===== src/hw/core_pkg.sv =====
// Shared types, opcode values and enums for the RV32I-subset core, imported by every RTL block
package core_pkg;

    typedef logic [31:0] word_t;
    typedef logic [31:0] addr_t;
    typedef logic [4:0]  reg_addr_t;

    localparam addr_t RESET_PC = 32'h0000_0000;

    // Major opcode field, instr[6:0]
    localparam logic [6:0] OPC_OP     = 7'b0110011;
    localparam logic [6:0] OPC_OPIMM  = 7'b0010011;
    localparam logic [6:0] OPC_LUI    = 7'b0110111;
    localparam logic [6:0] OPC_LOAD   = 7'b0000011;
    localparam logic [6:0] OPC_STORE  = 7'b0100011;
    localparam logic [6:0] OPC_BRANCH = 7'b1100011;
    localparam logic [6:0] OPC_JAL    = 7'b1101111;

    typedef enum logic [3:0] {
        UOP_ADD,
        UOP_SUB,
        UOP_AND,
        UOP_OR,
        UOP_XOR,
        UOP_SLT,
        UOP_LUI,
        UOP_LOAD,
        UOP_STORE,
        UOP_BEQ,
        UOP_BNE,
        UOP_JAL,
        UOP_NOP
    } uop_e;

    typedef enum logic {
        FWD_RF, // Operand from the register file
        FWD_EX  // Operand from the instruction now in execute
    } fwd_sel_e;

endpackage

===== src/hw/hazard_unit.sv =====
// Hazard unit: forward selects for decode, load-use and busy stalls, and flushes on a redirect
`timescale 1ns/100ps

module hazard_unit (
    input  core_pkg::reg_addr_t rs1_i,
    input  core_pkg::reg_addr_t rs2_i,
    input  core_pkg::reg_addr_t ex_rd_i,
    input  logic                ex_we_i,
    input  logic                load_pending_i,
    input  logic                busy_i,
    input  logic                redirect_i,
    output core_pkg::fwd_sel_e  fwd1_o,
    output core_pkg::fwd_sel_e  fwd2_o,
    output logic                stall_o,
    output logic                flush_o
);
    import core_pkg::*;

    logic hit1;
    logic hit2;
    logic load_use;

    assign hit1 = (ex_rd_i != '0) && (ex_rd_i == rs1_i);
    assign hit2 = (ex_rd_i != '0) && (ex_rd_i == rs2_i);

    assign fwd1_o = (ex_we_i && hit1) ? FWD_EX : FWD_RF;
    assign fwd2_o = (ex_we_i && hit2) ? FWD_EX : FWD_RF;

    assign load_use = load_pending_i && (hit1 || hit2);  // Load data is not back yet

    assign stall_o = load_use || busy_i;
    assign flush_o = redirect_i;

endmodule


===== config.mk =====
export PLATFORM = sky130hd
export DESIGN_NAME = hazard_unit
export DESIGN_NICKNAME = d
export VERILOG_FILES = /design/src/hw/core_pkg.sv /design/src/hw/hazard_unit.sv
export SDC_FILE = /design/constraint.sdc
export NUM_CORES = 1
export LEC_CHECK = 0
export BUFFER_PORTS_ARGS = -buffer_cell sky130_fd_sc_hd__buf_2
export CORE_AREA = 2 2 39 41
export DETAILED_ROUTE_END_ITERATION = 6
export DIE_AREA = 0 0 41 43
export PLACE_DENSITY = 0.41
export SYNTH_ARGS = -nofsm -noshare
export SYNTH_HDL_FRONTEND = slang
export SYNTH_SLANG_ARGS = --single-unit

===== constraint.sdc =====
create_clock -name vclk -period 4.5
set_input_delay 0.9 -clock vclk [all_inputs]
set_output_delay 0.9 -clock vclk [all_outputs]
set_load 0.005 [all_outputs]

# Word level (Yosys, flattened, before mapping)
# Index checks and enable logic that the tools add are counted.
# totals
register_bits	0
latchBits	0
ram_bits	0
romBits	0
output_inout_bits	4
n_memories	0
# classes
addsub	0
multipliers	0
div	0
order_cmp	0
eq_ne	2
shift	0
mux	2
bitwise_logic	0
n_reduce_logical	8
# ops
operator	n
$eq 5x5->1	2
$logic_and 1x1->1	5
$reduce_bool 5->1	1
$logic_or 1x1->1	2
$mux 1	2

# Logic depth before layout (Yosys ltp)
# depth
ltp_word	5
mapped_depth	4

# Least setup slack after synthesis
# Ideal clock, no wire load.
# synth_path
kind	input -> output
startpoint	in ex_rd_i[1]
endpoint	out stall_o
arrival_time_ns	1.944
required_ns	3.600
path_slack_ns	1.656
cell_stages	4
path_buffers	0
cell_sequence	or4_1 > nor2_1 > nor4_1 > a221o_1
# synth_between
elab_chain_len	5
word_cells_on_any_way	8
# synth_rtl
element	line_no	source
from (decl)	hazard_unit.sv:7	input core_pkg::reg_addr_t ex_rd_i,
$eq 5x5->1, or another cell as far along	hazard_unit.sv:23	assign hit1 = (ex_rd_i != '0) && (ex_rd_i == rs1_i);
$logic_and 1x1->1 (on tied branches)	hazard_unit.sv:23, hazard_unit.sv:24	
$logic_or 1x1->1 (*)	hazard_unit.sv:29	assign load_use = load_pending_i && (hit1 || hit2);
$logic_and 1x1->1 (*)	hazard_unit.sv:29	
$logic_or 1x1->1 (*)	hazard_unit.sv:31	assign stall_o = load_use || busy_i;
to (decl)	hazard_unit.sv:14	output logic stall_o,
# Mark *: on every way between the ends. The rest lies on a longest branch, timed or not.

# Final worst setup path
# Ends and elaborated chain as after synthesis.

==> flow_summary.json <==
{
  "gpl.final_weighted_congestion": 0.665,
  "drt_wl_total_microns": 502,
  "cp_max_fo": 3,
  "grt_start_max_net_pins": 4,
  "worstPathArrival_ns": 2.23,
  "worst_path_largest_cell_delay_ns": 0.52,
  "critical_path_cell_sequence": "buf_2 -> or4_1 -> nor2_1 -> nor4_1 -> a221o_1 -> buf_2",
  "synth_area_sq_um": 160,
  "multi_input_comb_area_sq_um": 153,
  "grt_overflow_total": 0,
  "post_synth_inst_count": 21,
  "yosys.area_share.adder_pct": 0,
  "drt_drc_violations_left": 0,
  "floorplan.io_pins": 23,
  "synth.distinct_cells": 12,
  "area.sequential_sq_um": 0,
  "detail_route.iter0.violations": 1,
  "yosys_warnings": 0,
  "fillers": 169,
  "numPlacedInstances": 57,
  "port-buffer-count": 21,
  "num_vias": 214,
  "drtPass1Iterations": 2,
  "post-route-period-util_pct": 69.7,
  "yosysSeqAreaShare_pct": 0,
  "layout.sequential_cells": 0,
  "total_nets_after_synthesis": 40,
  "worst_ep_required_time_ns": 3.60,
  "post_drt_via_cell_ratio": 3.75,
  "met1_usage_pct": 9.18,
  "synth-simple-area-share_pct": 34.4,
  "cts_resized": 0,
  "synthesized_area_fraction_occupied_by_xor_and_xnor_cells_pct": 54.7,
  "stdcell_count": 57,
  "grt_util_met3_pct": 0,
  "die_x_microns": 41,
  "cellPowerDensity_nw_per_um2": 79.2,
  "fin_setup_tns_ns": 0,
  "syn_area_per_cell_sq_um": 7.63,
  "die-area_sq_um": 1760,
  "groute.layer.met2.usage_pct": 8.13,
  "worst_setup_path_end_kind": "primary output",
  "crit_slowest_cell": "sky130_fd_sc_hd__or4_1",
  "route.antenna.remaining_nets": 0,
  "period_needed_ns": 3.13,
  "timing.max_slew.rel_slack_pct": 77.3,
  "hold_path.class": "input port to primary output",
  "share_of_cells_above_drive_strength_1_pct": 53.7,
  "design.final.nets": 62,
  "num_antenna_cells": 0,
  "run_status": "completed",
  "die_y_microns": 43,
  "holdBufCountCts": 0,
  "groute.usage.overall_pct": 5.49,
  "tightestPinTransition_ns": 0.338,
  "report.final.setup_viol": 0,
  "area_delta_synth_final_pct": 73.4,
  "standby_leakage_power_nw": 0.143,
  "synth.mux.area_fraction_pct": 0,
  "routing_layer_with_the_top_usage_in_global_route": "met1",
  "grt_first_pass_wirelength_microns": 731,
  "synth_top_family_by_area": "XOR/XNOR gates",
  "floorplan.initialDensity_pct": 11.6,
  "number_of_global_route_vias_before_repair": 201,
  "finalMaxSlewViolations": 0,
  "detail_route.wl_per_cell_microns": 8.81,
  "critical_path.most_common_cell": "sky130_fd_sc_hd__buf_2",
  "n_clock_buffer": 0,
  "core.rowCount": 14,
  "achievable-frequency_mhz": 319,
  "highest_ir_drop_seen_on_vdd_mv": 0.0271,
  "worst-setup-path-type": "input port to primary output",
  "cts.repair_timing.setup_buffer_count": 0,
  "timing.max_cap.violations": 0,
  "cp-start-kind": "input port",
  "unrepaired_setup_endpoints_after_global_routing": "no",
  "report.final.hold_viol_count": 0,
  "initial_antenna_violation_count": 0,
  "synth_compound_gate_area_share_pct": 6.25,
  "floorplan.core_area_sq_um": 1380
}
## path summary, 6_finish.rpt
path       start  endpoint  cells after the start
max   ex_rd_i[1]   stall_o                      6
min   redirect_i   flush_o                      0
## cells by family (layout without fill, tap and decap cells)
family / count (synthesis) / in the layout
AOI/OAI and AO/OA: 1 / 1
and+or+nand+nor: 9 / 9
xor gates and xnor gates: 10 / 10
buffers and inverters: 1 / 21
## area by class of cell
type | count | area share [%]
multi-input cells | 20 | 55.0
well taps | 16 | 7.21
repair buffers | 21 | 37.8
## per-stage QoR
step | hold WS (ns) | power [W] | utilization, % | cell area, sq um | setup WS, ns
6_report | 1.80 | 0.0000220 | 20.1 | 278 | 1.37
5_1_grt | 1.80 | 0.0000246 | 20.1 | 278 | 1.32
4_1_cts | 1.80 | 0.0000224 | 20.1 | 278 | 1.36
3_5_place_dp | 1.80 | 0.0000223 | 20.1 | 278 | 1.36
3_3_place_gp | 1.80 | 0.0000223 | 20.1 | 278 | 1.36
2_1_floorplan | 1.88 | 0.0000106 | - | 160 | 1.66
## critical path: cells and delay by family
family	cells	cell delay, ns
AO/OA/AOI/OAI	1	0.34
buffers and inverters	2	0.25
AND/OR/NAND/NOR	3	0.74
## cells in the mapped netlist
cell type | instances | area share, %
sky130_fd_sc_hd__xor2_1 | 7 | 38
sky130_fd_sc_hd__xnor2_1 | 3 | 16
sky130_fd_sc_hd__nor3_1 | 2 | 6.3
sky130_fd_sc_hd__a221o_1 | 1 | 6.3
sky130_fd_sc_hd__and2_2 | 1 | 4.7
sky130_fd_sc_hd__and3_1 | 1 | 3.9
sky130_fd_sc_hd__buf_4 | 1 | 4.7
sky130_fd_sc_hd__nand3_1 | 1 | 3.1
sky130_fd_sc_hd__nor2_1 | 1 | 2.3
sky130_fd_sc_hd__nor4_1 | 1 | 3.9
sky130_fd_sc_hd__nor4b_1 | 1 | 5.5
sky130_fd_sc_hd__or4_1 | 1 | 4.7
## layer usage
layer  share of wire (%)  wire (microns)
met5                   0               0
met4                   0               0
met3                  15              75
met2                  41             207
met1                  44             219
## where the power goes
part / total, W / internal (W) / switching (W)
sequential: 0 / 0 / 0
clock: 0 / 0 / 0
combinational: 0.0000220 / 0.0000123 / 0.00000972
## cell usage in the layout, fill, tap and decap left out
cell type                 synthesis  final
sky130_fd_sc_hd__a221o_1          1      1
sky130_fd_sc_hd__and2_2           1      1
sky130_fd_sc_hd__and3_1           1      1
sky130_fd_sc_hd__buf_2            0     21
sky130_fd_sc_hd__nand3_1          1      1
sky130_fd_sc_hd__nor2_1           1      1
sky130_fd_sc_hd__nor3_1           2      2
sky130_fd_sc_hd__nor4_1           1      1
sky130_fd_sc_hd__nor4b_1          1      1
sky130_fd_sc_hd__or4_1            1      1
sky130_fd_sc_hd__xnor2_1          3      3
sky130_fd_sc_hd__xor2_1           7      7
Note: power is estimated with default switching activity, not from simulation.
