[src/hw/core_pkg.sv]
// Shared types, opcode values and enums for the RV32I-subset core, imported by every RTL block
package core_pkg;

    typedef logic [31:0] word_t;
    typedef logic [31:0] addr_t;
    typedef logic [4:0]  reg_addr_t;

    localparam addr_t RESET_PC = 32'h0000_0000;

    // Major opcode field, instr[6:0]
    localparam logic [6:0] OPC_OP     = 7'b0110011;
    localparam logic [6:0] OPC_OPIMM  = 7'b0010011;
    localparam logic [6:0] OPC_LUI    = 7'b0110111;
    localparam logic [6:0] OPC_LOAD   = 7'b0000011;
    localparam logic [6:0] OPC_STORE  = 7'b0100011;
    localparam logic [6:0] OPC_BRANCH = 7'b1100011;
    localparam logic [6:0] OPC_JAL    = 7'b1101111;

    typedef enum logic [3:0] {
        UOP_ADD,
        UOP_SUB,
        UOP_AND,
        UOP_OR,
        UOP_XOR,
        UOP_SLT,
        UOP_LUI,
        UOP_LOAD,
        UOP_STORE,
        UOP_BEQ,
        UOP_BNE,
        UOP_JAL,
        UOP_NOP
    } uop_e;

    typedef enum logic {
        FWD_RF, // Operand from the register file
        FWD_EX  // Operand from the instruction now in execute
    } fwd_sel_e;

endpackage
[src/hw/mem_port_if.sv]
// One memory requester port, owned by fetch or execute on one side and served by the arbiter
`timescale 1ns/100ps

interface mem_port_if;
    import core_pkg::*;

    logic  req;      // Held steady with its fields while mem_wait is high
    logic  we;
    addr_t addr;
    word_t wdata;
    word_t rdata;    // Valid the cycle after a granted read
    logic  mem_wait;

    modport requester (
        output req, we, addr, wdata,
        input  rdata, mem_wait
    );

    modport arbiter (
        input  req, we, addr, wdata,
        output rdata, mem_wait
    );

endinterface

[src/hw/fetch_stage.sv]
// Fetch stage: holds the PC, reads instructions through its memory port and buffers them for decode
`timescale 1ns/100ps

module fetch_stage (
    input  logic            clk_i,
    input  logic            rst_n_i,
    mem_port_if.requester   imem,
    input  logic            stall_i,
    input  logic            flush_i,
    input  core_pkg::addr_t target_i,
    output core_pkg::word_t instr_o,
    output core_pkg::addr_t pc_o,
    output logic            valid_o
);
    import core_pkg::*;

    addr_t pc_q;
    logic  run_q;
    logic  pend_q;       // A read was granted last cycle, its word is on rdata now
    addr_t pend_pc_q;
    logic  skid_v_q;
    word_t skid_instr_q;
    addr_t skid_pc_q;
    logic  take;
    logic  grant;

    // At most two words may be buffered or in flight, so a stall never drops one
    assign imem.req   = run_q && !skid_v_q && !(pend_q && valid_o) && !flush_i;
    assign imem.we    = 1'b0;
    assign imem.addr  = pc_q;
    assign imem.wdata = '0;

    assign grant = imem.req && !imem.mem_wait;
    assign take  = !valid_o || !stall_i;  // Output slot is empty or being consumed

    always_ff @(posedge clk_i) begin
        if (!rst_n_i) begin
            pc_q     <= RESET_PC;
            run_q    <= 1'b0;
            pend_q   <= 1'b0;
            skid_v_q <= 1'b0;
            valid_o  <= 1'b0;
        end else if (flush_i) begin
            pc_q     <= target_i;  // The word in flight and both buffers are dropped
            pend_q   <= 1'b0;
            skid_v_q <= 1'b0;
            valid_o  <= 1'b0;
        end else begin
            run_q  <= 1'b1;
            pend_q <= grant;
            if (grant) begin
                pc_q      <= pc_q + 32'd4;
                pend_pc_q <= pc_q;
            end
            if (take) begin
                if (skid_v_q) begin
                    instr_o  <= skid_instr_q;
                    pc_o     <= skid_pc_q;
                    valid_o  <= 1'b1;
                    skid_v_q <= 1'b0;
                end else begin
                    instr_o <= imem.rdata;
                    pc_o    <= pend_pc_q;
                    valid_o <= pend_q;
                end
            end else if (pend_q) begin
                skid_instr_q <= imem.rdata; // Decode is stalled, park the returning word
                skid_pc_q    <= pend_pc_q;
                skid_v_q     <= 1'b1;
            end
        end
    end

endmodule

[src/flat_wrapper.sv]
// flat-port wrapper written by rule: the top's interface ports become plain ports
module fetch_stage_flat import core_pkg::*;
  (clk_i, rst_n_i, stall_i, flush_i, target_i, instr_o, pc_o, valid_o, imem_req, imem_we, imem_addr, imem_wdata, imem_rdata, imem_mem_wait);
  mem_port_if imem_i ();
  input  logic clk_i;
  input  logic rst_n_i;
  input  logic stall_i;
  input  logic flush_i;
  input  core_pkg::addr_t target_i;
  output core_pkg::word_t instr_o;
  output core_pkg::addr_t pc_o;
  output logic valid_o;
  output wire logic [$bits(imem_i.req)-1:0] imem_req;
  output wire logic [$bits(imem_i.we)-1:0] imem_we;
  output wire logic [$bits(imem_i.addr)-1:0] imem_addr;
  output wire logic [$bits(imem_i.wdata)-1:0] imem_wdata;
  input wire logic [$bits(imem_i.rdata)-1:0] imem_rdata;
  input wire logic [$bits(imem_i.mem_wait)-1:0] imem_mem_wait;
  assign imem_req = imem_i.req;
  assign imem_we = imem_i.we;
  assign imem_addr = imem_i.addr;
  assign imem_wdata = imem_i.wdata;
  assign imem_i.rdata = imem_rdata;
  assign imem_i.mem_wait = imem_mem_wait;
  fetch_stage u_core (.clk_i(clk_i), .rst_n_i(rst_n_i), .imem(imem_i), .stall_i(stall_i), .flush_i(flush_i), .target_i(target_i), .instr_o(instr_o), .pc_o(pc_o), .valid_o(valid_o));
endmodule
[config.mk]
export PLATFORM = sky130hd
export DESIGN_NAME = fetch_stage_flat
export DESIGN_NICKNAME = d
export VERILOG_FILES = /design/src/hw/core_pkg.sv /design/src/hw/mem_port_if.sv /design/src/hw/fetch_stage.sv /design/src/flat_wrapper.sv
export SDC_FILE = /design/constraint.sdc
export NUM_CORES = 1
export LEC_CHECK = 0
export ABC_CLOCK_PERIOD_IN_PS = 8300
export BUFFER_PORTS_ARGS = -buffer_cell sky130_fd_sc_hd__buf_2
export CAP_MARGIN = 40
export CORE_MARGIN = 2
export CORE_UTILIZATION = 48
export CTS_BUF_LIST = sky130_fd_sc_hd__clkbuf_8
export DETAILED_ROUTE_END_ITERATION = 8
export PLACE_DENSITY = 0.74
export SLEW_MARGIN = 20
export SYNTH_ARGS = -nofsm -noshare
export SYNTH_HDL_FRONTEND = slang
export SYNTH_SLANG_ARGS = --single-unit
[constraint.sdc]
create_clock -name clk_i -period 8.3 [get_ports clk_i]
set_input_delay 0.83 -clock clk_i [delete_from_list [all_inputs] [get_ports clk_i]]
set_output_delay 0.83 -clock clk_i [all_outputs]
set_load 0.02 [all_outputs]
# ---- After elaboration in Yosys (flattened, before gate mapping)
# Index checks and enable logic that the tools add are counted.
dict set report classes {
  n_addsub 1
  reduce_logical 18
  n_mux 5
  bitwise_logic 3
}
# cell n
set ops {}
lappend ops {{$mux 32} 4}
lappend ops {{$add 32x3->32 const B} 1}
lappend ops {{$logic_not 1->1} 6}
lappend ops {{$reduce_and 3->1} 2}
lappend ops {{$logic_and 1x1->1} 5}
lappend ops {{$reduce_and 4->1} 1}
lappend ops {{$not 1->1} 3}
lappend ops {{$reduce_or 3->1} 1}
lappend ops {{$reduce_bool 2->1} 1}
lappend ops {{$reduce_or 2->1} 1}
lappend ops {{$logic_or 1x1->1} 1}
lappend ops {{$mux 1} 1}
dict set report totals {
  ff_bits 196
  inputBits 69
  elab_cells 37
}

# ---- Logic depth before layout (Yosys ltp)
dict set report logic_depth {
  word_depth 7
  ltp_mapped 7
  mapped_depth_nobuf 6
}

# ---- Worst setup path after synthesis
# OpenSTA, ideal clock, no wires.
dict set report synth_timing {
  kind {input port to flip-flop}
  from {input port flush_i}
  to {register u_core.instr_o[0], enable pin}
  arrival_time_ns 4.625
  setup_time_ns 0.507
  stages 5
  slack_ns 3.168
  cell_sequence {clkbuf_1 inv_1 clkbuf_1 nand2_1 a21oi_1}
}
dict set report synth_via {
  elab_chain_len 2
}
# element line
set synth_rtl {}
lappend synth_rtl {{start, declared} flat_wrapper.sv:8} ;# input logic flush_i;
lappend synth_rtl {{$not 1->1 (no line)} --}
lappend synth_rtl {{$reduce_and 3->1 (no line)} --}
lappend synth_rtl {{end signal, assigned} fetch_stage.sv:57} ;# instr_o <= skid_instr_q;
lappend synth_rtl {{end signal, assigned} fetch_stage.sv:62} ;# instr_o <= imem.rdata;
lappend synth_rtl {{end, declared} fetch_stage.sv:11} ;# output core_pkg::word_t instr_o,
# Every way passes these cells.
# A chain may end at the register's enable or synchronous reset.

# ---- Worst setup path after layout
dict set report layout_timing {
  from {input port flush_i}
  to {register u_core.pc_o[27], enable pin}
}
dict set report layout_via {
  elab_chain_len 2
}
# element line
set layout_rtl {}
lappend layout_rtl {{$not 1->1 (no line)} --}
lappend layout_rtl {{$reduce_and 3->1 (no line)} --}
lappend layout_rtl {{end signal, assigned} fetch_stage.sv:58} ;# pc_o <= skid_pc_q;
lappend layout_rtl {{end signal, assigned} fetch_stage.sv:63} ;# pc_o <= pend_pc_q;
lappend layout_rtl {{end, declared} fetch_stage.sv:12} ;# output core_pkg::addr_t pc_o,
# Every way passes these cells.

==> qor.yml <==
timing:
  clock_skew_ns: 0.0128
  period_needed_ns: 2.90
  maxSlewHeadroom_pct: 45.0
  period_share_pct: 35.0
  timing.fmax_ghz: 0.345
  slew_viol_final: 0
  hold_violations: 0
  rsz0062_at_grt: "false"
  setup_slack_ns: 5.40
  setup_viol: 0
  fin_tns_setup_ns: 0
  worst_pin_slew_ns: 0.822
global_route:
  grt_max_degree: 57
  grt_overflow: 0
  global_route.usage.total_pct: 18.1
  antenna_found_initial: 0
  first_global_vias: 4416
  grt_pass1_wl_um: 23300
clock_tree:
  tritoncts: "done"
  clkSinkCount: 196
  cts_max_level: 4
  cts_root_buf: "clkbuf_8"
  cts_buffers: 17
  ctsLongestPathBuffers: 2
  postCtsHoldBufs: 0
  post_cts_resized: 0
  insertion_delay_ns: 0.45
  cts_setup_buffers: 0
  clk_pin_slew_ns: 0.09
setup_path:
  end_kind: "register"
  cp_data_required_time_ns: 8.38
  cp-start-kind: "input pin"
  worstPathArrival_ns: 2.98
  worstSetupPathType: "input pin to register"
  cp_max_fo: 50
placed_design:
  dp_hpwl_um: 10800
  io_buffers: 166
  place.gp.congestion: 0.815
  dp_slack_ns: 4.92
routing:
  vias: 4576
  drc: 0
  highest_layer: "met4"
  dr.pass1.iters: 5
  viasPerCell: 5.15
  totalWireLength_um: 15600
  wl_per_cell_um: 17.5
  drtIter0Drc: 371
  wl_met2_um: 7330
  m1WireLength_um: 6700
  ant_nets: 0
  wl_met3_um: 1150
die:
  io_pins: 200
  die_y_um: 131
  rows: 46
  core_area_um2: 15800
  die_x_um: 131
  start_util_pct: 48.8
  die_area_um2: 17100
logic_synthesis:
  synth.distinct_cells: 45
  ys.flop_type: "edfxtp_1"
  post_synth.cell_area_avg_um2: 15.7
  yosys_warnings: 0
  async_reset_ff_share_pct: 0
  synth_area_um2: 7700
  syn_inst: 492
  yosysSeqAreaShare_pct: 71.8
  synth_edf_count: 160
  ys_seq_elements: 196
power_and_ir_drop:
  p_leak_nw: 3.30
  ir_drop_uv: 101
  powerDensity_nw_per_um2: 206
cells_and_area:
  most-common-layout-cells: "buf_2 (166), edfxtp_1 (160), mux2_2 (64)"
  diodes: 0
  final_layout_size_suffix_gt1_share_pct: 42.0
  nets: 729
  final_util_pct: 57.6
  layout_commonest_cell: "buf_2"
  syn_to_final_growth_pct: 18.0
outcome:
  status: "completed"
hold_path:
  hp-class: "register to register"
job:
  maxCapViolCount: 0
[power by group]
part	internal (mW)	switching [mW]	total, mW	leakage (nW)
Clock	0.306	0.317	0.623	0.221
Sequential	1.09	0.0239	1.11	1.76
Combinational	0.0468	0.0881	0.135	1.32
[state kept, by name, indices dropped and copies added (netlist names)]
signal,cells
u_core.skid_instr_q,32
u_core.run_q,1
u_core.pend_q,1
u_core.pc_o,32
u_core.instr_o,32
u_core.valid_o,1
u_core.skid_pc_q,32
u_core.imem.addr,32
u_core.skid_v_q,1
u_core.pend_pc_q,32
[metal layers]
| layer | vias to the layer above | GRT usage (%) |
|---|---|---|
| met5 | - | 0 |
| met4 | 0 | 7.45 |
| met3 | 29 | 5.25 |
| met2 | 221 | 29.1 |
| met1 | 2201 | 23.2 |
| li1 | 2125 | - |
[synthesized netlist by cell type (all sizes together), types with 2 or more instances]
library cell,n,area [um2]
o21ai,27,135
a21oi,24,120
buf,39,280
and3,2,12.5
clkbuf,16,60.1
inv,10,37.5
or4,3,26.3
nand2,12,45.0
edfxtp,160,4800
nor2,10,37.5
dfxtp,36,721
a211oi,2,15.0
mux2i,3,30.0
xnor2,22,193
nor4,12,121
nor3,12,70.1
nand4,7,56.3
a21boi,2,15.0
mux2,64,721
nand3,13,65.1
a31oi,2,12.5
[cell families (layout without fill, tap and decap cells)]
kind of cell	count (synthesis)	in the layout	share of synthesized area (%)
adder cells (fa/ha/maj)	1	1	0.162
other	1	33	0.0487
AO/OA/AOI/OAI	63	63	4.55
XOR/XNOR	23	23	2.62
multiplexers	67	67	9.75
flip-flops	196	196	71.8
buffers and inverters	65	213	4.91
AND/OR/NAND/NOR	76	76	6.21
[final timing paths]
kind | cells after the start | slack (ns) | to | startpoint
setup / recovery | 5 | 5.40 | u_core.pc_o[27] | flush_i
hold / removal | 0 | 0.45 | u_core.skid_pc_q[21] | u_core.pend_pc_q[21]
hold reg to reg | 0 | 0.45 | u_core.skid_pc_q[21] | u_core.pend_pc_q[21]
setup reg to reg | 5 | 5.91 | u_core.imem.addr[14] | u_core.imem.addr[2]
[stage by stage]
| stage | power [mW] | area, um2 | std cells | hold WS [ns] |
|---|---|---|---|---|
| global route | 1.93 | 9080 | 888 | 0.459 |
| floorplan | 1.22 | 7820 | 524 | 0.422 |
| CTS | 1.88 | 9080 | 888 | 0.451 |
| finish | 1.87 | 9080 | 888 | 0.447 |
| global placement | 1.26 | 8630 | 854 | 0.431 |
| detailed placement | 1.27 | 8670 | 856 | 0.430 |
[worst max-delay path: stages]
cell     delay (ns)
buf_2          0.21
inv_1          0.39
nand2_1        0.36
a21oi_4        0.51
buf_4          0.62
[area by class of cell]
cell class,count,area [um2]
fillers,1279,6690
flip-flops and latches,196,5530
multi-input cells,263,1940
repair buffers,171,896
well taps,216,270
clock buffers,18,248
clock inverters,14,161
inverters,10,37.5
Note: power is estimated with default switching activity, not from simulation.
