### src/hw/core_pkg.sv
// Shared types, opcode values and enums for the RV32I-subset core, imported by every RTL block
package core_pkg;

    typedef logic [31:0] word_t;
    typedef logic [31:0] addr_t;
    typedef logic [4:0]  reg_addr_t;

    localparam addr_t RESET_PC = 32'h0000_0000;

    // Major opcode field, instr[6:0]
    localparam logic [6:0] OPC_OP     = 7'b0110011;
    localparam logic [6:0] OPC_OPIMM  = 7'b0010011;
    localparam logic [6:0] OPC_LUI    = 7'b0110111;
    localparam logic [6:0] OPC_LOAD   = 7'b0000011;
    localparam logic [6:0] OPC_STORE  = 7'b0100011;
    localparam logic [6:0] OPC_BRANCH = 7'b1100011;
    localparam logic [6:0] OPC_JAL    = 7'b1101111;

    typedef enum logic [3:0] {
        UOP_ADD,
        UOP_SUB,
        UOP_AND,
        UOP_OR,
        UOP_XOR,
        UOP_SLT,
        UOP_LUI,
        UOP_LOAD,
        UOP_STORE,
        UOP_BEQ,
        UOP_BNE,
        UOP_JAL,
        UOP_NOP
    } uop_e;

    typedef enum logic {
        FWD_RF, // Operand from the register file
        FWD_EX  // Operand from the instruction now in execute
    } fwd_sel_e;

endpackage
### src/hw/decode_regread.sv
// Decode and register-read stage: decodes into a micro-op, reads and forwards operands for execute
`timescale 1ns/100ps

module decode_regread (
    input  logic                clk_i,
    input  logic                rst_n_i,
    input  core_pkg::word_t     instr_i,
    input  core_pkg::addr_t     pc_i,
    input  logic                valid_i,
    input  logic                stall_i,
    input  logic                flush_i,
    input  core_pkg::fwd_sel_e  fwd1_i,
    input  core_pkg::fwd_sel_e  fwd2_i,
    input  core_pkg::word_t     ex_result_i,
    input  logic                wb_we_i,
    input  core_pkg::reg_addr_t wb_rd_i,
    input  core_pkg::word_t     wb_value_i,
    output core_pkg::reg_addr_t rs1_o,
    output core_pkg::reg_addr_t rs2_o,
    output core_pkg::uop_e      uop_o,
    output core_pkg::word_t     op1_o,
    output core_pkg::word_t     op2_o,
    output core_pkg::word_t     imm_o,
    output core_pkg::reg_addr_t rd_o,
    output core_pkg::addr_t     pc_o,
    output logic                valid_o
);
    import core_pkg::*;

    word_t      regs [32];
    logic [6:0] opcode;
    logic [2:0] funct3;
    uop_e       uop;
    word_t      imm;
    reg_addr_t  rd;
    logic       use_imm;
    word_t      rs1_val;
    word_t      rs2_val;

    assign opcode = instr_i[6:0];
    assign funct3 = instr_i[14:12];
    assign rs1_o  = instr_i[19:15];
    assign rs2_o  = instr_i[24:20];

    always_comb begin
        uop     = UOP_NOP;
        imm     = '0;
        use_imm = 1'b0;
        case (opcode)
            OPC_OP: begin
                case (funct3)
                    3'b000:  uop = instr_i[30] ? UOP_SUB : UOP_ADD;
                    3'b010:  uop = UOP_SLT;
                    3'b100:  uop = UOP_XOR;
                    3'b110:  uop = UOP_OR;
                    3'b111:  uop = UOP_AND;
                    default: uop = UOP_NOP;
                endcase
            end
            OPC_OPIMM: begin
                imm     = {{20{instr_i[31]}}, instr_i[31:20]};
                use_imm = 1'b1;
                uop     = (funct3 == 3'b000) ? UOP_ADD : UOP_NOP;  // Only ADDI
            end
            OPC_LUI: begin
                imm = {instr_i[31:12], 12'b0};
                uop = UOP_LUI;
            end
            OPC_LOAD: begin
                imm = {{20{instr_i[31]}}, instr_i[31:20]};
                uop = (funct3 == 3'b010) ? UOP_LOAD : UOP_NOP;
            end
            OPC_STORE: begin
                imm = {{20{instr_i[31]}}, instr_i[31:25], instr_i[11:7]};
                uop = (funct3 == 3'b010) ? UOP_STORE : UOP_NOP;
            end
            OPC_BRANCH: begin
                imm = {{19{instr_i[31]}}, instr_i[31], instr_i[7], instr_i[30:25],
                       instr_i[11:8], 1'b0};
                case (funct3)
                    3'b000:  uop = UOP_BEQ;
                    3'b001:  uop = UOP_BNE;
                    default: uop = UOP_NOP;
                endcase
            end
            OPC_JAL: begin
                imm = {{11{instr_i[31]}}, instr_i[31], instr_i[19:12], instr_i[20],
                       instr_i[30:21], 1'b0};
                uop = UOP_JAL;
            end
            default: uop = UOP_NOP;
        endcase
        // Instructions without a destination retire with rd zero
        rd = (uop inside {UOP_STORE, UOP_BEQ, UOP_BNE, UOP_NOP}) ? '0 : instr_i[11:7];
    end

    assign rs1_val = (fwd1_i == FWD_EX) ? ex_result_i : (rs1_o == '0) ? '0 : regs[rs1_o];
    assign rs2_val = (fwd2_i == FWD_EX) ? ex_result_i : (rs2_o == '0) ? '0 : regs[rs2_o];

    always_ff @(posedge clk_i) begin
        if (wb_we_i && wb_rd_i != '0) begin
            regs[wb_rd_i] <= wb_value_i;
        end
    end

    // On a stall the registers hold, execute is still working on them
    always_ff @(posedge clk_i) begin
        if (!stall_i) begin
            uop_o <= uop;
            op1_o <= rs1_val;
            op2_o <= use_imm ? imm : rs2_val;
            imm_o <= imm;
            rd_o  <= rd;
            pc_o  <= pc_i;
        end
    end

    always_ff @(posedge clk_i) begin
        if (!rst_n_i || flush_i) begin
            valid_o <= 1'b0;
        end else if (!stall_i) begin
            valid_o <= valid_i;
        end
    end

endmodule

### config.mk
export PLATFORM = sky130hd
export DESIGN_NAME = decode_regread
export DESIGN_NICKNAME = d
export VERILOG_FILES = /design/src/hw/core_pkg.sv /design/src/hw/decode_regread.sv
export SDC_FILE = /design/constraint.sdc
export NUM_CORES = 2
export LEC_CHECK = 0
export BUFFER_PORTS_ARGS = -buffer_cell sky130_fd_sc_hd__buf_2
export CELL_PAD_IN_SITES_DETAIL_PLACEMENT = 0
export CELL_PAD_IN_SITES_GLOBAL_PLACEMENT = 1
export CORE_MARGIN = 5
export CORE_UTILIZATION = 40
export DETAILED_ROUTE_END_ITERATION = 10
export PLACE_DENSITY = 0.69
export SLEW_MARGIN = 10
export SYNTH_ARGS = -nofsm -noshare
export SYNTH_HDL_FRONTEND = slang
export SYNTH_SLANG_ARGS = --single-unit
### constraint.sdc
create_clock -name clk_i -period 3.85 [get_ports clk_i]
set_input_delay 0.385 -clock clk_i [delete_from_list [all_inputs] [get_ports clk_i]]
set_output_delay 0.385 -clock clk_i [all_outputs]
set_load 0.02 [all_outputs]
### Word-level counts from Yosys, hierarchy flattened

Memories as Yosys holds them, arrays and structs flattened.
Index checks and enable logic that the tools add are counted.

| word-level totals | value |
|---|---|
| register bits after elaboration | 138 |
| latch bits | 0 |
| bits in writable memories | 1024 |
| bits in read-only memories | 0 |
| input port bits | 141 |
| output and inout port bits | 148 |
| word-level logic and storage cells | 49 |
| memories kept | 1 |

| cells by class | value |
|---|---|
| add/sub/neg operators | 0 |
| $mul | 0 |
| divide/modulo/power cells | 0 |
| order comparisons | 0 |
| eq/ne operators | 16 |
| shifts and indexed selects | 0 |
| muxes and demuxes | 16 |
| bitwise operators | 0 |
| reductions and logical operators | 9 |

Memories:

| name | depth | width | rd ports | clocked after Yosys merged registers in | wr ports | line | RTL |
|---|---|---|---|---|---|---|---|
| regs | 32 | 32 | 2 | 0 | 1 | decode_regread.sv:30 | `word_t regs [32];` |

Operator list:

| kind | number |
|---|---|
| 2-to-1 mux 32 bit | 5 |
| one-hot mux 32 bit (5 select lines) | 1 |
| one-hot mux 4 bit (7 select lines) | 1 |
| equality test 7 x 6 -> 1 bit, second input constant | 3 |
| one-hot mux 4 bit (5 select lines) | 1 |
| equality test 4 bit, second input constant | 4 |
| equality test 7 bit, second input constant | 2 |
| zero test 5 bit | 2 |
| equality test 3 bit, second input constant | 3 |
| 2-to-1 mux 4 bit | 2 |
| equality test 7 x 2 -> 1 bit, second input constant | 1 |
| equality test 7 x 5 -> 1 bit, second input constant | 1 |
| one-hot mux 3 bit (2 select lines) | 1 |
| nonzero test 5 bit | 1 |
| 2-to-1 mux 1 bit | 4 |
| nonzero test 4 bit | 1 |
| equality test 3 x 1 -> 1 bit, second input constant | 1 |
| equality test 3 x 2 -> 1 bit, second input constant | 1 |
| zero test 3 bit | 1 |
| 2-to-1 mux 3 bit | 1 |
| OR reduction 2 bit | 1 |
| logical AND 1 bit | 1 |
| zero test 1 bit | 1 |
| logical OR 1 bit | 1 |

### Depth between registers and ports, before layout

| logic depth | value |
|---|---|
| depth after elaboration | 5 |
| gate-level depth with buffers | 9 |
| depth with buffers taken out | 5 |

### Least setup slack after synthesis

No wires, ideal clock.

| timing | value |
|---|---|
| path type | input to register |
| start | input port stall_i |
| end | register imm_o[0] (enable) |
| library setup time | 489 ps |
| arrival time | 3030 ps |
| data required time | 3361 ps |
| slack | 331 ps |
| stages | 1 |
| buffers on the path | 0 |
| cells stage by stage | inv_1 |

RTL lines:

| what | line | RTL |
|---|---|---|
| start, declared | decode_regread.sv:10 | `input logic stall_i,` |
| end signal, assigned | decode_regread.sv:112 | `imm_o <= imm;` |
| end, declared | decode_regread.sv:23 | `output core_pkg::word_t imm_o,` |

No word-level cell between the ends.

==> reports/qor_table.md <==
| Item | Value |
|:---|:---|
| Status | complete, no violations |
| Async SR Flop Fraction | 0% |
| Via count | 32.5k |
| Top-level I/O count | 289 |
| Slew margin rel. | 17.8% |
| Global routing usage summed across all routing layers | 24.7% |
| WL/cell | 35.0 um |
| Power Density | 468 nW/um^2 |
| Synth Cell Area | 52,900 sq um |
| Total setup buffers inserted after CTS | 0 |
| Internal power consumption | 22.4 mW |
| CP top delay family | compound AO/OA/AOI/OAI gates |
| Nets | 3,312 |
| TritonCTS buffer count | 119 |
| Final hold viol count | 0 |
| Antenna violations before repair | 19 |
| Cell Rows | 133 |
| Max frequency | 0.430 GHz |
| Number of design rule violations left after detail routing | 0 |
| Avg Vias per Cell | 6.46 |
| Clock Skews | 0.0159 ns |
| Final RePlAce weighted congestion | 0.869 |
| Synthesis-stage register bit count | 1,162 |
| Tightest hold margin | 0.0585 ns |
| Buffers on Ports | 288 |
| Clock group share of total power | 41.2% |
| First-pass GRT wire length | 247 mm |
| Maximum number of pins on one net before global-route repair | 88 |
| Maximum buffer depth of the clock tree | 3 |
| Worst VDD drop | 0.428 mV |
| Flop pwr share | 49.5% |
| Type of the setup path with the least slack | register to register |
| Worst-path cell chain | mux4_2 -> a22oi_1 -> a21oi_1 -> a2111oi_0 -> nor3_1 |
| Worst hold path class | primary input to register |
| HPWL reported at the end of detailed placement | 108 mm |
| Synth warnings | 0 |
| Antenna Violating Nets Remaining | 0 |
| Initial DRT Pass Iterations | 6 |
| Die area | 140,000 sq um |
| Cell variety after synth | 57 |
| Unrepaired setup endpoints after global routing | no |
| Std-Cell Core Area | 131,000 sq um |
| Post-synthesis area per instance | 19.2 sq um |
| Critical Path Fanout Max | 2 |
| Signed area change from the synthesized netlist to the final layout | 17.2% |
| Combinational group share of total power | 9.3% |
| Most instantiated flip-flop cell in the synthesis netlist | sky130_fd_sc_hd__edfxtp_1 |
| Final setup viols | 0 |
| Least-Margin Pin Slew | 1.23 ns |
| Slew Viols, Final | 0 |
| Final Routed Wirelength | 176 mm |
| Crit path largest cell delay | 0.66 ns |
| Fraction of layout cells with a size suffix above 1 | 35.4% |
| Root buffer cell | sky130_fd_sc_hd__clkbuf_16 |
| Time the final worst path needs with I/O delays and setup | 2.32 ns |
| Clock insertion delay at the later pin of the skew report | 0.74 ns |
| Switching Fraction | 23.1% |
| Cell types occupying the most area after synthesis | sky130_fd_sc_hd__edfxtp_1 (66%), sky130_fd_sc_hd__mux4_2 (19%), sky130_fd_sc_hd__mux2i_1 (4.3%) |
| Top cells by instance count after synthesis | sky130_fd_sc_hd__edfxtp_1 (1,161), sky130_fd_sc_hd__mux4_2 (452), sky130_fd_sc_hd__mux2i_1 (227), sky130_fd_sc_hd__o22ai_1 (149), sky130_fd_sc_hd__clkbuf_1 (94) |
| TritonCTS sink count | 1,162 |
| Category of the worst setup path launch point | register |
| Arr. time, crit path | 2.76 ns |
| Register area share after synthesis | 65.9% |
| Number of instances in the synthesized netlist | 2,756 |
| Setup tns final | 0 ns |
| Number of synthesized flops with an enable pin | 1,161 |
| Number of buffers inserted by hold repair at cts | 55 |
| Overflow after GRT | 0 |
| Clock transition at the registers of the reported paths | 0.06 ns |
| Max capacitance violation total | 0 |
| WP buf/inv | 0 |
| Share of the clock period used by the worst path | 60.4% |
| CTS tree | built |
| Area share of the leading cell type in the synthesized netlist | 65.9% |
| Floorplan die height | 374 um |
| Switching power total | 6.70 mW |
| Library cell occupying the most area in the post-synthesis netlist | sky130_fd_sc_hd__edfxtp_1 |
| Slowest cell on crit path | sky130_fd_sc_hd__a2111oi_0 |
| H-Tree Depth | 3 |
| Crit end category | register |
| Detailed router's first-iteration violation count | 4,518 |
| Leakage | 20.7 nW |
| Number of global-route vias before repair | 32.8k |
| Required time of the critical path | 4.28 ns |
| Library cell with the highest instance count after synthesis | sky130_fd_sc_hd__edfxtp_1 |
| Final design utilization | 47.2% |
| Quantity of gates resized following cts | 0 |
| R2r setup slk | 1.53 ns |
| Die span in x | 374 um |
| Starting Density | 40.3% |
[logic make-up (layout without fill, tap and decap cells)]
logic type / after synthesis / after routing / share of synthesized area [%]
AOI/OAI and AO/OA: 410 / 410 / 5.28
xor gates and xnor gates: 1 / 1 / 0.0166
buffers and inverters: 232 / 720 / 2.22
DFF: 1162 / 1162 / 65.9
muxes: 729 / 729 / 24.6
other: 1 / 40 / 0.00709
and+or+nand+nor: 221 / 221 / 1.97
[layout by cell type (no fill, tap or decap), drive strengths merged, types with 9 or more instances in the layout]
| cell type | synthesis | final |
|---|---|---|
| clkinv | 0 | 56 |
| mux2i | 227 | 227 |
| conb | 1 | 32 |
| edfxtp | 1161 | 1161 |
| o22ai | 149 | 149 |
| nor2 | 53 | 53 |
| nand2 | 75 | 75 |
| o21ai | 38 | 38 |
| a22o | 29 | 29 |
| dlygate4sd3 | 0 | 55 |
| bufinv | 0 | 18 |
| nor2b | 10 | 10 |
| a211oi | 28 | 28 |
| nor3 | 27 | 27 |
| a21o | 19 | 19 |
| clkbuf | 96 | 143 |
| mux2 | 50 | 50 |
| a21oi | 54 | 54 |
| o221ai | 48 | 48 |
| nand3 | 14 | 14 |
| buf | 132 | 435 |
| mux4 | 452 | 452 |
| and2 | 9 | 9 |
[cell type report]
cell class	count	area [sq um]
clock buffers	142	3170
fillers	10946	69400
multi-input cells	1393	17300
well taps	1755	2200
diodes	8	20.0
clock inverters	83	865
repair buffers	491	3600
inverters	4	20.0
flip-flops and latches	1162	34900
[power by group through the flow]
stage | logic (mW) | registers [mW] | clock network, mW
2_1_floorplan | 1.43 | 14.7 | 0
3_3_place_gp | 2.61 | 14.6 | 0
3_5_place_dp | 2.64 | 14.7 | 0
4_1_cts | 2.70 | 14.4 | 12.1
5_1_grt | 2.84 | 14.4 | 12.7
6_report | 2.70 | 14.4 | 12.0
[through the flow]
step	instance area, sq um	power [mW]	worst slack (ns)	std cells
4_1_cts	62000	29.2	1.62	5030
3_5_place_dp	57400	17.3	0.871	4750
6_report	62000	29.1	1.53	5038
5_1_grt	62000	29.9	1.49	5034
2_1_floorplan	53000	16.2	0.331	2787
3_3_place_gp	57400	17.2	0.881	4750
[sequential cells by signal, summed over array words and instances (netlist names)]
signal and cells:
uop_o 4, regs 1024, imm_o 32, valid_o 1, op2_o 32, op1_o 32, rd_o 5, pc_o 32
[path summary, 6_finish.rpt]
| path | to | startpoint | cells past startpoint |
|---|---|---|---|
| worst min-delay path | op1_o[16] | ex_result_i[16] | 2 |
| worst max register to register | op2_o[0] | regs[6][0] | 5 |
| worst min register to register | op1_o[24] | regs[30][24] | 4 |
| worst max-delay path | op2_o[0] | regs[6][0] | 5 |
[metal layers]
| metal | up-vias | global-route usage [%] | part of all wire, % |
|---|---|---|---|
| met4 | 6 | 7.10 | 3.1 |
| li1 | 12714 | - | - |
| met5 | - | 0 | 0.023 |
| met3 | 320 | 6.55 | 12 |
| met1 | 17259 | 34.2 | 39 |
| met2 | 2227 | 38.8 | 47 |
Note: power is estimated with default switching activity, not from simulation.
